[src/include/rv_defines.svh]
// Width, opcode, function code and NOP macros for the RV32I core
`ifndef RV_DEFINES_SVH
`define RV_DEFINES_SVH

// Widths
`define RV_XLEN   32
`define RV_REG_AW 5

// Major opcodes
`define RV_OP_REG   7'b0110011
`define RV_OP_IMM   7'b0010011
`define RV_OP_LOAD  7'b0000011
`define RV_OP_STORE 7'b0100011

// Function-3 codes
`define RV_F3_ADD  3'b000
`define RV_F3_SLL  3'b001
`define RV_F3_SLT  3'b010
`define RV_F3_XOR  3'b100
`define RV_F3_SRL  3'b101
`define RV_F3_OR   3'b110
`define RV_F3_AND  3'b111
`define RV_F3_WORD 3'b010

// Function-7 of sub and sra
`define RV_F7_ALT 7'b0100000

// addi x0, x0, 0
`define RV_NOP 32'h0000_0013

`endif

[src/logic/rv_pkg.sv]
// Core types: data word, register index, ALU op, writeback source, stage payloads
`include "rv_defines.svh"

package rv_pkg;

	typedef logic [`RV_XLEN-1:0]   word_t;
	typedef logic [`RV_REG_AW-1:0] reg_idx_t;

	// ADD must stay zero so a bubble decodes as a harmless add
	typedef enum logic [3:0] {
		ALU_ADD = 4'd0,
		ALU_SUB = 4'd1,
		ALU_AND = 4'd2,
		ALU_OR  = 4'd3,
		ALU_XOR = 4'd4,
		ALU_SLT = 4'd5,
		ALU_SLL = 4'd6,
		ALU_SRL = 4'd7,
		ALU_SRA = 4'd8
	} alu_op_e;

	typedef enum logic {
		WB_ALU = 1'b0,
		WB_MEM = 1'b1
	} wb_src_e;

	// --------------------
	// Stage payloads

	typedef struct packed {
		reg_idx_t rs1;
		reg_idx_t rs2;
		reg_idx_t rd;
		word_t    op_a;
		word_t    op_b;
		word_t    imm;
		logic     use_imm;
		alu_op_e  alu_op;
		logic     reg_write;
		logic     mem_read;
		logic     mem_write;
		wb_src_e  wb_src;
	} id_ex_t;

	typedef struct packed {
		reg_idx_t rd;
		word_t    alu;
		word_t    store_data;
		logic     reg_write;
		logic     mem_read;
		logic     mem_write;
		wb_src_e  wb_src;
	} ex_me_t;

	typedef struct packed {
		reg_idx_t rd;
		word_t    alu;
		word_t    load_data;
		logic     reg_write;
		wb_src_e  wb_src;
	} me_wb_t;

	// Writeback bus
	typedef struct packed {
		logic     valid;
		reg_idx_t rd;
		word_t    data;
	} wb_t;

	// Word addressed data memory request
	typedef struct packed {
		logic                ren;
		logic                wen;
		logic [`RV_XLEN-3:0] addr;
		word_t               wdata;
	} dmem_req_t;

endpackage

[src/logic/rv_stage_reg.sv]
// Generic pipeline stage register with hold and bubble insertion
`timescale 1ns/100ps

module rv_stage_reg #(
	parameter type T = logic
) (
	input  logic clk,
	input  logic rst_n,
	input  logic i_hold,
	input  logic i_bubble,
	input  T     i_d,
	output T     o_q
);

	// Hold wins over bubble, bubble is an all-zero payload
	always_ff @(posedge clk or negedge rst_n) begin
		if (!rst_n) begin
			o_q <= '0;
		end else if (i_hold) begin
			o_q <= o_q;
		end else if (i_bubble) begin
			o_q <= '0;
		end else begin
			o_q <= i_d;
		end
	end

endmodule

[src/logic/rv_regfile.sv]
// Register file: 31 writable registers, x0 tied to zero, write-through read bypass
`timescale 1ns/100ps
`include "rv_defines.svh"

module rv_regfile (
	input  logic             clk,
	input  logic             rst_n,
	input  rv_pkg::wb_t      i_wb,
	input  rv_pkg::reg_idx_t i_rs1,
	input  rv_pkg::reg_idx_t i_rs2,
	output rv_pkg::word_t    o_rd1,
	output rv_pkg::word_t    o_rd2
);
	import rv_pkg::*;

	localparam int NREGS = 2 ** `RV_REG_AW;

	word_t regs [1:NREGS-1];

	// Same-cycle write shows up on the read port
	function automatic word_t read_port(input reg_idx_t idx);
		word_t val;
		if (idx == '0) begin
			val = '0;
		end else if (i_wb.valid && i_wb.rd == idx) begin
			val = i_wb.data;
		end else begin
			val = regs[idx];
		end
		return val;
	endfunction

	always_comb begin
		o_rd1 = read_port(i_rs1);
		o_rd2 = read_port(i_rs2);
	end

	always_ff @(posedge clk or negedge rst_n) begin
		if (!rst_n) begin
			for (int i = 1; i < NREGS; i++) begin
				regs[i] <= '0;
			end
		end else if (i_wb.valid && i_wb.rd != '0) begin
			regs[i_wb.rd] <= i_wb.data;
		end
	end

endmodule

[src/logic/rv_decode.sv]
// ID stage: instruction register, field split, immediates, control, reg read, load-use check
`timescale 1ns/100ps
`include "rv_defines.svh"

module rv_decode (
	input  logic           clk,
	input  logic           rst_n,
	input  logic           i_inst_valid,
	input  rv_pkg::word_t  i_inst,
	input  logic           i_hold,
	input  rv_pkg::id_ex_t i_ex,
	input  rv_pkg::wb_t    i_wb,
	output logic           o_inst_ready,
	output rv_pkg::id_ex_t o_id_ex,
	output logic           o_load_stall
);
	import rv_pkg::*;

	word_t      inst_id;
	logic [6:0] opcode;
	logic [2:0] funct3;
	logic [6:0] funct7;
	reg_idx_t   rs1;
	reg_idx_t   rs2;
	reg_idx_t   rd;
	word_t      rs1_val;
	word_t      rs2_val;
	word_t      imm_i;
	word_t      imm_s;
	logic       alt;
	logic       alu_ok;
	logic       supported;
	alu_op_e    alu_op;
	id_ex_t     ctrl;

	assign o_inst_ready = !i_hold && !o_load_stall;

	always_ff @(posedge clk or negedge rst_n) begin
		if (!rst_n) begin
			inst_id <= `RV_NOP;
		end else if (o_inst_ready) begin
			inst_id <= i_inst_valid ? i_inst : `RV_NOP;
		end
	end

	assign opcode = inst_id[6:0];
	assign rd     = inst_id[11:7];
	assign funct3 = inst_id[14:12];
	assign rs1    = inst_id[19:15];
	assign rs2    = inst_id[24:20];
	assign funct7 = inst_id[31:25];
	assign imm_i  = {{20{inst_id[31]}}, inst_id[31:20]};
	assign imm_s  = {{20{inst_id[31]}}, inst_id[31:25], inst_id[11:7]};
	assign alt    = (funct7 == `RV_F7_ALT);

	rv_regfile regfile0 (
		.clk   (clk),
		.rst_n (rst_n),
		.i_wb  (i_wb),
		.i_rs1 (rs1),
		.i_rs2 (rs2),
		.o_rd1 (rs1_val),
		.o_rd2 (rs2_val)
	);

	// --------------------
	// ALU op from funct3, sub only in register form
	always_comb begin
		alu_op = ALU_ADD;
		alu_ok = 1'b1;
		case (funct3)
			`RV_F3_ADD: alu_op = (opcode == `RV_OP_REG && alt) ? ALU_SUB : ALU_ADD;
			`RV_F3_SLL: alu_op = ALU_SLL;
			`RV_F3_SLT: alu_op = ALU_SLT;
			`RV_F3_XOR: alu_op = ALU_XOR;
			`RV_F3_SRL: alu_op = alt ? ALU_SRA : ALU_SRL;
			`RV_F3_OR:  alu_op = ALU_OR;
			`RV_F3_AND: alu_op = ALU_AND;
			default:    alu_ok = 1'b0;
		endcase
	end

	// Unused source fields stay zero so they never match a hazard
	always_comb begin
		ctrl         = '0;
		supported    = 1'b1;
		ctrl.rs1     = rs1;
		ctrl.rd      = rd;
		ctrl.op_a    = rs1_val;
		ctrl.op_b    = rs2_val;
		ctrl.imm     = imm_i;
		ctrl.use_imm = 1'b1;
		case (opcode)
			`RV_OP_REG: begin
				ctrl.rs2       = rs2;
				ctrl.use_imm   = 1'b0;
				ctrl.alu_op    = alu_op;
				ctrl.reg_write = 1'b1;
				supported      = alu_ok;
			end
			`RV_OP_IMM: begin
				ctrl.alu_op    = alu_op;
				ctrl.reg_write = 1'b1;
				supported      = alu_ok;
			end
			`RV_OP_LOAD: begin
				ctrl.reg_write = 1'b1;
				ctrl.mem_read  = 1'b1;
				ctrl.wb_src    = WB_MEM;
				supported      = (funct3 == `RV_F3_WORD);
			end
			`RV_OP_STORE: begin
				ctrl.rs2       = rs2;
				ctrl.rd        = '0;
				ctrl.imm       = imm_s;
				ctrl.mem_write = 1'b1;
				supported      = (funct3 == `RV_F3_WORD);
			end
			default: supported = 1'b0;
		endcase
	end

	assign o_id_ex = supported ? ctrl : '0;

	// Load in EX feeding the instruction in ID
	assign o_load_stall = i_ex.mem_read && (i_ex.rd != '0) &&
		((i_ex.rd == o_id_ex.rs1) || (i_ex.rd == o_id_ex.rs2));

endmodule

[src/logic/rv_execute.sv]
// EX stage: operand forwarding, operand B select and the ALU
`timescale 1ns/100ps

module rv_execute (
	input  rv_pkg::id_ex_t i_ex,
	input  rv_pkg::ex_me_t i_me,
	input  rv_pkg::wb_t    i_wb,
	output rv_pkg::ex_me_t o_ex_me
);
	import rv_pkg::*;

	word_t src_a;
	word_t src_b;
	word_t opnd_b;
	word_t alu_out;

	// ME result is younger, so it wins over writeback
	function automatic word_t forward(
		input reg_idx_t rs,
		input word_t    reg_val,
		input ex_me_t   me,
		input wb_t      wb
	);
		word_t val;
		val = reg_val;
		if (rs != '0 && me.reg_write && me.rd == rs) begin
			val = me.alu;
		end else if (wb.valid && wb.rd == rs) begin
			val = wb.data;
		end
		return val;
	endfunction

	assign src_a  = forward(i_ex.rs1, i_ex.op_a, i_me, i_wb);
	assign src_b  = forward(i_ex.rs2, i_ex.op_b, i_me, i_wb);
	assign opnd_b = i_ex.use_imm ? i_ex.imm : src_b;

	// --------------------
	// ALU
	always_comb begin
		case (i_ex.alu_op)
			ALU_ADD: alu_out = src_a + opnd_b;
			ALU_SUB: alu_out = src_a - opnd_b;
			ALU_AND: alu_out = src_a & opnd_b;
			ALU_OR:  alu_out = src_a | opnd_b;
			ALU_XOR: alu_out = src_a ^ opnd_b;
			ALU_SLT: alu_out = ($signed(src_a) < $signed(opnd_b)) ? word_t'(1) : '0;
			ALU_SLL: alu_out = src_a << opnd_b[4:0];
			ALU_SRL: alu_out = src_a >> opnd_b[4:0];
			ALU_SRA: alu_out = word_t'($signed(src_a) >>> opnd_b[4:0]);
			default: alu_out = '0;
		endcase
	end

	always_comb begin
		o_ex_me            = '0;
		o_ex_me.rd         = i_ex.rd;
		o_ex_me.alu        = alu_out;
		o_ex_me.store_data = src_b;
		o_ex_me.reg_write  = i_ex.reg_write;
		o_ex_me.mem_read   = i_ex.mem_read;
		o_ex_me.mem_write  = i_ex.mem_write;
		o_ex_me.wb_src     = i_ex.wb_src;
	end

endmodule

[src/logic/rv_result.sv]
// ME and WB stages: data memory request, load data capture, writeback select
`timescale 1ns/100ps
`include "rv_defines.svh"

module rv_result (
	input  rv_pkg::ex_me_t    i_me,
	input  rv_pkg::me_wb_t    i_wb_in,
	input  rv_pkg::word_t     i_dmem_rdata,
	input  logic              i_dmem_stall,
	output rv_pkg::dmem_req_t o_dmem,
	output rv_pkg::me_wb_t    o_me_wb,
	output rv_pkg::wb_t       o_wb
);
	import rv_pkg::*;

	// ALU result is the byte address
	always_comb begin
		o_dmem       = '0;
		o_dmem.ren   = i_me.mem_read;
		o_dmem.wen   = i_me.mem_write;
		o_dmem.addr  = i_me.alu[`RV_XLEN-1:2];
		o_dmem.wdata = i_me.store_data;
	end

	always_comb begin
		o_me_wb           = '0;
		o_me_wb.rd        = i_me.rd;
		o_me_wb.alu       = i_me.alu;
		o_me_wb.load_data = i_dmem_rdata;
		o_me_wb.reg_write = i_me.reg_write;
		o_me_wb.wb_src    = i_me.wb_src;
	end

	// --------------------
	// Writeback, suppressed for x0 and while memory holds the pipe
	always_comb begin
		o_wb       = '0;
		o_wb.valid = i_wb_in.reg_write && (i_wb_in.rd != '0) && !i_dmem_stall;
		o_wb.rd    = i_wb_in.rd;
		o_wb.data  = (i_wb_in.wb_src == WB_MEM) ? i_wb_in.load_data : i_wb_in.alu;
	end

endmodule

[src/logic/rv_core.sv]
// Four-stage RV32I core top: stage logic, pipeline registers and stall wiring
`timescale 1ns/100ps

module rv_core (
	input  logic              clk,
	input  logic              rst_n,
	input  logic              i_inst_valid,
	input  rv_pkg::word_t     i_inst,
	output logic              o_inst_ready,
	output rv_pkg::dmem_req_t o_dmem,
	input  rv_pkg::word_t     i_dmem_rdata,
	input  logic              i_dmem_stall,
	output rv_pkg::wb_t       o_wb
);
	import rv_pkg::*;

	id_ex_t id_ex_d;
	id_ex_t id_ex_q;
	ex_me_t ex_me_d;
	ex_me_t ex_me_q;
	me_wb_t me_wb_d;
	me_wb_t me_wb_q;
	logic   load_stall;

	// --------------------
	// ID
	rv_decode decode0 (
		.clk          (clk),
		.rst_n        (rst_n),
		.i_inst_valid (i_inst_valid),
		.i_inst       (i_inst),
		.i_hold       (i_dmem_stall),
		.i_ex         (id_ex_q),
		.i_wb         (o_wb),
		.o_inst_ready (o_inst_ready),
		.o_id_ex      (id_ex_d),
		.o_load_stall (load_stall)
	);

	// Load-use stall drops a bubble into EX
	rv_stage_reg #(.T(id_ex_t)) id_ex_reg0 (
		.clk      (clk),
		.rst_n    (rst_n),
		.i_hold   (i_dmem_stall),
		.i_bubble (load_stall),
		.i_d      (id_ex_d),
		.o_q      (id_ex_q)
	);

	// --------------------
	// EX
	rv_execute execute0 (
		.i_ex    (id_ex_q),
		.i_me    (ex_me_q),
		.i_wb    (o_wb),
		.o_ex_me (ex_me_d)
	);

	rv_stage_reg #(.T(ex_me_t)) ex_me_reg0 (
		.clk      (clk),
		.rst_n    (rst_n),
		.i_hold   (i_dmem_stall),
		.i_bubble (1'b0),
		.i_d      (ex_me_d),
		.o_q      (ex_me_q)
	);

	// --------------------
	// ME and WB
	rv_result result0 (
		.i_me         (ex_me_q),
		.i_wb_in      (me_wb_q),
		.i_dmem_rdata (i_dmem_rdata),
		.i_dmem_stall (i_dmem_stall),
		.o_dmem       (o_dmem),
		.o_me_wb      (me_wb_d),
		.o_wb         (o_wb)
	);

	rv_stage_reg #(.T(me_wb_t)) me_wb_reg0 (
		.clk      (clk),
		.rst_n    (rst_n),
		.i_hold   (i_dmem_stall),
		.i_bubble (1'b0),
		.i_d      (me_wb_d),
		.o_q      (me_wb_q)
	);

endmodule

[config.mk]
export PLATFORM = sky130hd
export DESIGN_NAME = rv_core
export DESIGN_NICKNAME = d
export VERILOG_FILES = /design/src/logic/rv_pkg.sv /design/src/logic/rv_stage_reg.sv /design/src/logic/rv_regfile.sv /design/src/logic/rv_decode.sv /design/src/logic/rv_execute.sv /design/src/logic/rv_result.sv /design/src/logic/rv_core.sv
export VERILOG_INCLUDE_DIRS = /design/src /design/src/include
export SDC_FILE = /design/constraint.sdc
export NUM_CORES = 2
export LEC_CHECK = 0
export BUFFER_PORTS_ARGS = -buffer_cell sky130_fd_sc_hd__buf_2
export CAP_MARGIN = 10
export CORE_MARGIN = 5
export CORE_UTILIZATION = 50
export DETAILED_ROUTE_END_ITERATION = 12
export PLACE_DENSITY = 0.72
export SLEW_MARGIN = 20
export SYNTH_ARGS = -nofsm -noshare
export SYNTH_HDL_FRONTEND = slang
export SYNTH_SLANG_ARGS = --single-unit
[constraint.sdc]
create_clock -name clk -period 7 [get_ports clk]
set_clock_uncertainty 0.05 [all_clocks]
set_input_delay 1.05 -clock clk [delete_from_list [all_inputs] [get_ports clk]]
set_output_delay 1.05 -clock clk [all_outputs]
set_load 0.02 [all_outputs]
==> impl_table.tex <==
\begin{tabular}{lr}
\hline
Metric & Value \\
\hline
\multicolumn{2}{l}{\textbf{Status}} \\
\quad Result of the run & finished clean \\
\multicolumn{2}{l}{\textbf{Detailed routing}} \\
\quad Vias per cell & 6.75 \\
\quad Routed WL & about 270000 um \\
\quad Routed len/inst & a little under 30 um \\
\quad Count of unresolved DRC violations after routing & 0 \\
\quad First DRT Iteration DRCs & approximately 7500 \\
\quad Total via count in the routed design & between 60000 and 70000 \\
\quad Number of routed nets with antenna violations & 0 \\
\quad Length of the first detailed-routing pass in iterations & 6 \\
\multicolumn{2}{l}{\textbf{Clocking}} \\
\quad CTS buffer count & $\sim$140 \\
\quad Clock root buffer master & sky130\_fd\_sc\_hd\_\_clkbuf\_16 \\
\quad Count of hold buffers inserted by post-cts repair & 0 \\
\quad H-tree level count & 4 \\
\quad TritonCTS clock tree & built \\
\quad Clock latency on the worst-skew pair & approximately 800 ps \\
\quad Clock sink count & $\sim$1300 \\
\quad Bufs on Longest Clock Path & 3 \\
\quad Post-CTS Resized & 0 \\
\quad Clock transition time at the flip-flop clock pins of the worst setup and hold paths & about 60 ps \\
\quad Number of buffers inserted by post-CTS setup repair & 0 \\
\multicolumn{2}{l}{\textbf{Floorplanning}} \\
\quad Core area & around 0.15 sq mm \\
\quad I/O pins & roughly 170 \\
\quad Starting density of the core & 0.503 \\
\quad Number of core rows & 140 \\
\quad Die Height & between 300 and 400 um \\
\quad Die outline area & $\sim$0.15 sq mm \\
\quad Horizontal extent of the die & around 390 um \\
\multicolumn{2}{l}{\textbf{Timing}} \\
\quad Post-layout minimum cycle time & 6410 ps \\
\quad Slew @ Worst Pin & 1190 ps \\
\quad Headroom to the max-slew limit & 0.202 \\
\quad Pins Over Slew Limit & 0 \\
\quad Setup repair after global routing missed its margin & false \\
\quad Max frequency & 0.156 GHz \\
\quad Setup TNS & 0 ps \\
\quad Hold violation count in the final report & 0 \\
\quad Post-route clock period utilization & 0.915 \\
\quad Final setup violation count & 0 \\
\multicolumn{2}{l}{\textbf{Place}} \\
\quad Cell area after placement & $\sim$0.076 sq mm \\
\quad Half-perimeter wire length after detailed placement & 169000 um \\
\quad Last weighted congestion value of the routability-driven placer & approximately 1.0 \\
\quad Number of port buffers & 170 \\
\multicolumn{2}{l}{\textbf{Finish}} \\
\quad Layout net count & between 7000 and 8000 \\
\quad Share of post-route cells with drive strength above 1 & 0.196 \\
\quad Final design instance area without fill & 0.0806 sq mm \\
\quad Final core utilization & 0.552 \\
\quad Leading cell type in the layout, fill and taps excluded & sky130\_fd\_sc\_hd\_\_dfrtp\_1 \\
\quad Most frequent cells in the layout & sky130\_fd\_sc\_hd\_\_dfrtp\_1, sky130\_fd\_sc\_hd\_\_o21ai\_0, sky130\_fd\_sc\_hd\_\_nand2\_1 \\
\quad Number of filler cells placed in the layout & around 12000 \\
\quad P\&R area growth vs syn & 9.67\% \\
\multicolumn{2}{l}{\textbf{Synthesis}} \\
\quad Number of enable flip-flop cells after synthesis & 0 \\
\quad Post-Synth Adder-Cell Area & 0.0171 \\
\quad Xor and xnor area share after synthesis & 0.00513 \\
\quad Part of the Yosys area used for sequential elements & 0.431 \\
\quad Gate count of the mapped netlist & 7179 \\
\quad Count of distinct cell types in the synthesized netlist & between 90 and 100 \\
\quad Post-synthesis mux area share & 0.233 \\
\quad Cell area after synthesis & about 0.073 sq mm \\
\quad Async set-or-reset flop fraction in the synthesized netlist & 1.00 \\
\quad Number of synthesized register bits & 1266 \\
\quad Compound-gate portion of the synthesized area & 0.166 \\
\quad Area share of and/or/nand/nor cells after synthesis & 0.0949 \\
\quad Combinational family with the most area after synthesis & multiplexers \\
\quad Mean Syn Cell Area & around 10 sq um \\
\quad YS warnings & 0 \\
\quad Number of nets in the synthesized netlist & $\sim$7300 \\
\quad Prevailing post-synth register cell & sky130\_fd\_sc\_hd\_\_dfrtp\_1 \\
\multicolumn{2}{l}{\textbf{Setup path}} \\
\quad WP data arrival & between 7000 and 8000 ps \\
\quad Worst Setup End Kind & flip-flop \\
\quad CP Launch Type & flip-flop \\
\quad Maximum fanout along the worst path & 14 \\
\quad Peak per-stage delay on the critical path & 650 ps \\
\quad Category of the critical setup timing path & flip-flop to flip-flop \\
\quad Cells traversed along the worst timing path & or2\_2, o21ai\_4, inv\_2, nand4\_4, buf\_4, mux2i\_1, o21ai\_2, inv\_1, fa\_1, nand2b\_1, a2111oi\_0, nor4\_1, o311ai\_1, o21ai\_0, nor4b\_1, nor3\_1, o31ai\_1, xnor2\_1, nand2\_1, a31oi\_1 \\
\quad Number of buffers and inverters on the critical path & 3 \\
\quad Required @ worst endpoint & roughly 7700 ps \\
\quad Slowest stage cell, crit path & sky130\_fd\_sc\_hd\_\_a2111oi\_0 \\
\quad Kind of cell with the highest combined delay on the critical path & compound AO/OA/AOI/OAI gates \\
\multicolumn{2}{l}{\textbf{Power and ir drop}} \\
\quad Combinational group share of total power & 0.194 \\
\quad Clk network pwr share & 0.398 \\
\quad Power density over the cells & about 240 mW/mm\^{}2 \\
\quad Portion of total power attributed to sequential cells & 0.407 \\
\quad Sw frac & 0.315 \\
\quad Net switching power of the design & between 6 and 7 mW \\
\quad Reported leakage power & between 30 and 40 nW \\
\quad Int Power & between 10 and 15 mW \\
\quad Maximum resistive drop on vdd & roughly 200 uV \\
\multicolumn{2}{l}{\textbf{Global routing}} \\
\quad Total GRT Usage & 0.344 \\
\quad Maximum number of pins on one net before global-route repair & about 160 \\
\quad Total congestion overflow & 0 \\
\quad Global-route wire length before repair & 395000 um \\
\quad Number of global-route vias before repair & roughly 60000 \\
\quad Number of antenna violations at the first check in global routing & 15 \\
\multicolumn{2}{l}{\textbf{Hold path}} \\
\quad Worst hold-check path type & input port to asynchronous set/reset pin \\
\multicolumn{2}{l}{\textbf{Run}} \\
\quad Max capacitance violation total & 0 \\
\hline
\end{tabular}
## area by class of cell
class	count	area (sq um)	share of cell area
tap	1917	2400	0.0298
clock inverter	38	544	0.00676
timing repair buffer	361	2600	0.0323
inverter	175	662	0.00822
clock buffer	208	4200	0.0522
antenna	2	5.00	0.0000621
multi-input combinational	4992	38400	0.477
sequential	1266	31700	0.394
## through the flow
stage | power [mW] | instances | setup WS (ps) | hold slack (ps)
floorplan | 10.1 | 7179 | 568 | 391
global placement | 11.6 | 8709 | 294 | 419
detailed placement | 11.6 | 8709 | 229 | 427
CTS | 19.2 | 8955 | 703 | 317
global route | 19.9 | 8958 | 416 | 351
finish | 19.3 | 8959 | 592 | 314
## power by group through the flow
| stage | sequential (mW) | clock (mW) | combinational, mW |
|---|---|---|---|
| finish | 7.87 | 7.69 | 3.75 |
| global route | 7.87 | 8.05 | 3.93 |
| CTS | 7.85 | 7.75 | 3.62 |
| detailed placement | 7.98 | 0 | 3.61 |
| global placement | 7.97 | 0 | 3.60 |
| floorplan | 7.75 | 0 | 2.33 |
## Yosys cell counts (73+ instances only)
cell type | number | area share
sky130_fd_sc_hd__ha_1 | 97 | 0.017
sky130_fd_sc_hd__o21ai_0 | 897 | 0.061
sky130_fd_sc_hd__buf_4 | 77 | 0.0079
sky130_fd_sc_hd__a221oi_1 | 80 | 0.0095
sky130_fd_sc_hd__nand2_1 | 888 | 0.045
sky130_fd_sc_hd__clkbuf_1 | 551 | 0.028
sky130_fd_sc_hd__a21oi_1 | 546 | 0.037
sky130_fd_sc_hd__a22o_1 | 73 | 0.0087
sky130_fd_sc_hd__inv_1 | 155 | 0.0079
sky130_fd_sc_hd__nor2_1 | 571 | 0.029
sky130_fd_sc_hd__dfrtp_1 | 1263 | 0.43
sky130_fd_sc_hd__nand3_1 | 98 | 0.0067
sky130_fd_sc_hd__mux4_2 | 493 | 0.15
sky130_fd_sc_hd__mux2i_1 | 419 | 0.057
sky130_fd_sc_hd__mux2_2 | 150 | 0.023
## per-layer routing
metal	global-route usage	wire, um	vias up
met1	0.443	98300	30100
met5	0	117	-
met2	0.517	118000	3746
met4	0.201	18900	18
met3	0.103	31000	947
li1	-	-	25600
## flip-flops by register name (all words and copies together), names as in the netlist
name / cells
decode0.inst_id: 32
id_ex_reg0.o_q: 99
me_wb_reg0.o_q: 71
ex_me_reg0.o_q: 72
decode0.regfile0.regs: 992
## cell families (layout without fill, tap and decap cells)
family | count (synthesis) | after routing
AOI/OAI and AO/OA | 2061 | 2061
xor gates and xnor gates | 43 | 43
adders and majority gates | 99 | 99
buffers and inverters | 921 | 782
DFF | 1266 | 1266
muxes | 1072 | 1072
other | 0 | 2
and+or+nand+nor | 1717 | 1717
## final timing paths
| kind | startpoint | endpoint | slack, ps | cells past startpoint |
|---|---|---|---|---|
| min in group clk | i_inst[4] | decode0.inst_id[4] | 440 | 3 |
| hold / removal | rst_n | decode0.regfile0.regs[799] | 310 | 1 |
| setup reg to reg | me_wb_reg0.o_q[67] | ex_me_reg0.o_q[60] | 590 | 20 |
| setup / recovery | me_wb_reg0.o_q[67] | ex_me_reg0.o_q[60] | 590 | 20 |
| max in group asynchronous | rst_n | ex_me_reg0.o_q[63] | 5070 | 2 |
| hold reg to reg | id_ex_reg0.o_q[9] | id_ex_reg0.o_q[9] | 440 | 2 |
## worst reg2reg max path, stage by stage, from the launching register on
cell and delay (ps):
sky130_fd_sc_hd__dfrtp_1 570, sky130_fd_sc_hd__or2_2 430, sky130_fd_sc_hd__o21ai_4 270, sky130_fd_sc_hd__inv_2 130, sky130_fd_sc_hd__nand4_4 100, sky130_fd_sc_hd__buf_4 270, sky130_fd_sc_hd__mux2i_1 140, sky130_fd_sc_hd__o21ai_2 310
sky130_fd_sc_hd__inv_1 190, sky130_fd_sc_hd__fa_1 460, sky130_fd_sc_hd__nand2b_1 190, sky130_fd_sc_hd__a2111oi_0 650, sky130_fd_sc_hd__nor4_1 240, sky130_fd_sc_hd__o311ai_1 630, sky130_fd_sc_hd__o21ai_0 330, sky130_fd_sc_hd__nor4b_1 530
sky130_fd_sc_hd__nor3_1 170, sky130_fd_sc_hd__o31ai_1 270, sky130_fd_sc_hd__xnor2_1 160, sky130_fd_sc_hd__nand2_1 70, sky130_fd_sc_hd__a31oi_1 160
Note: power is estimated with default switching activity, not from simulation.
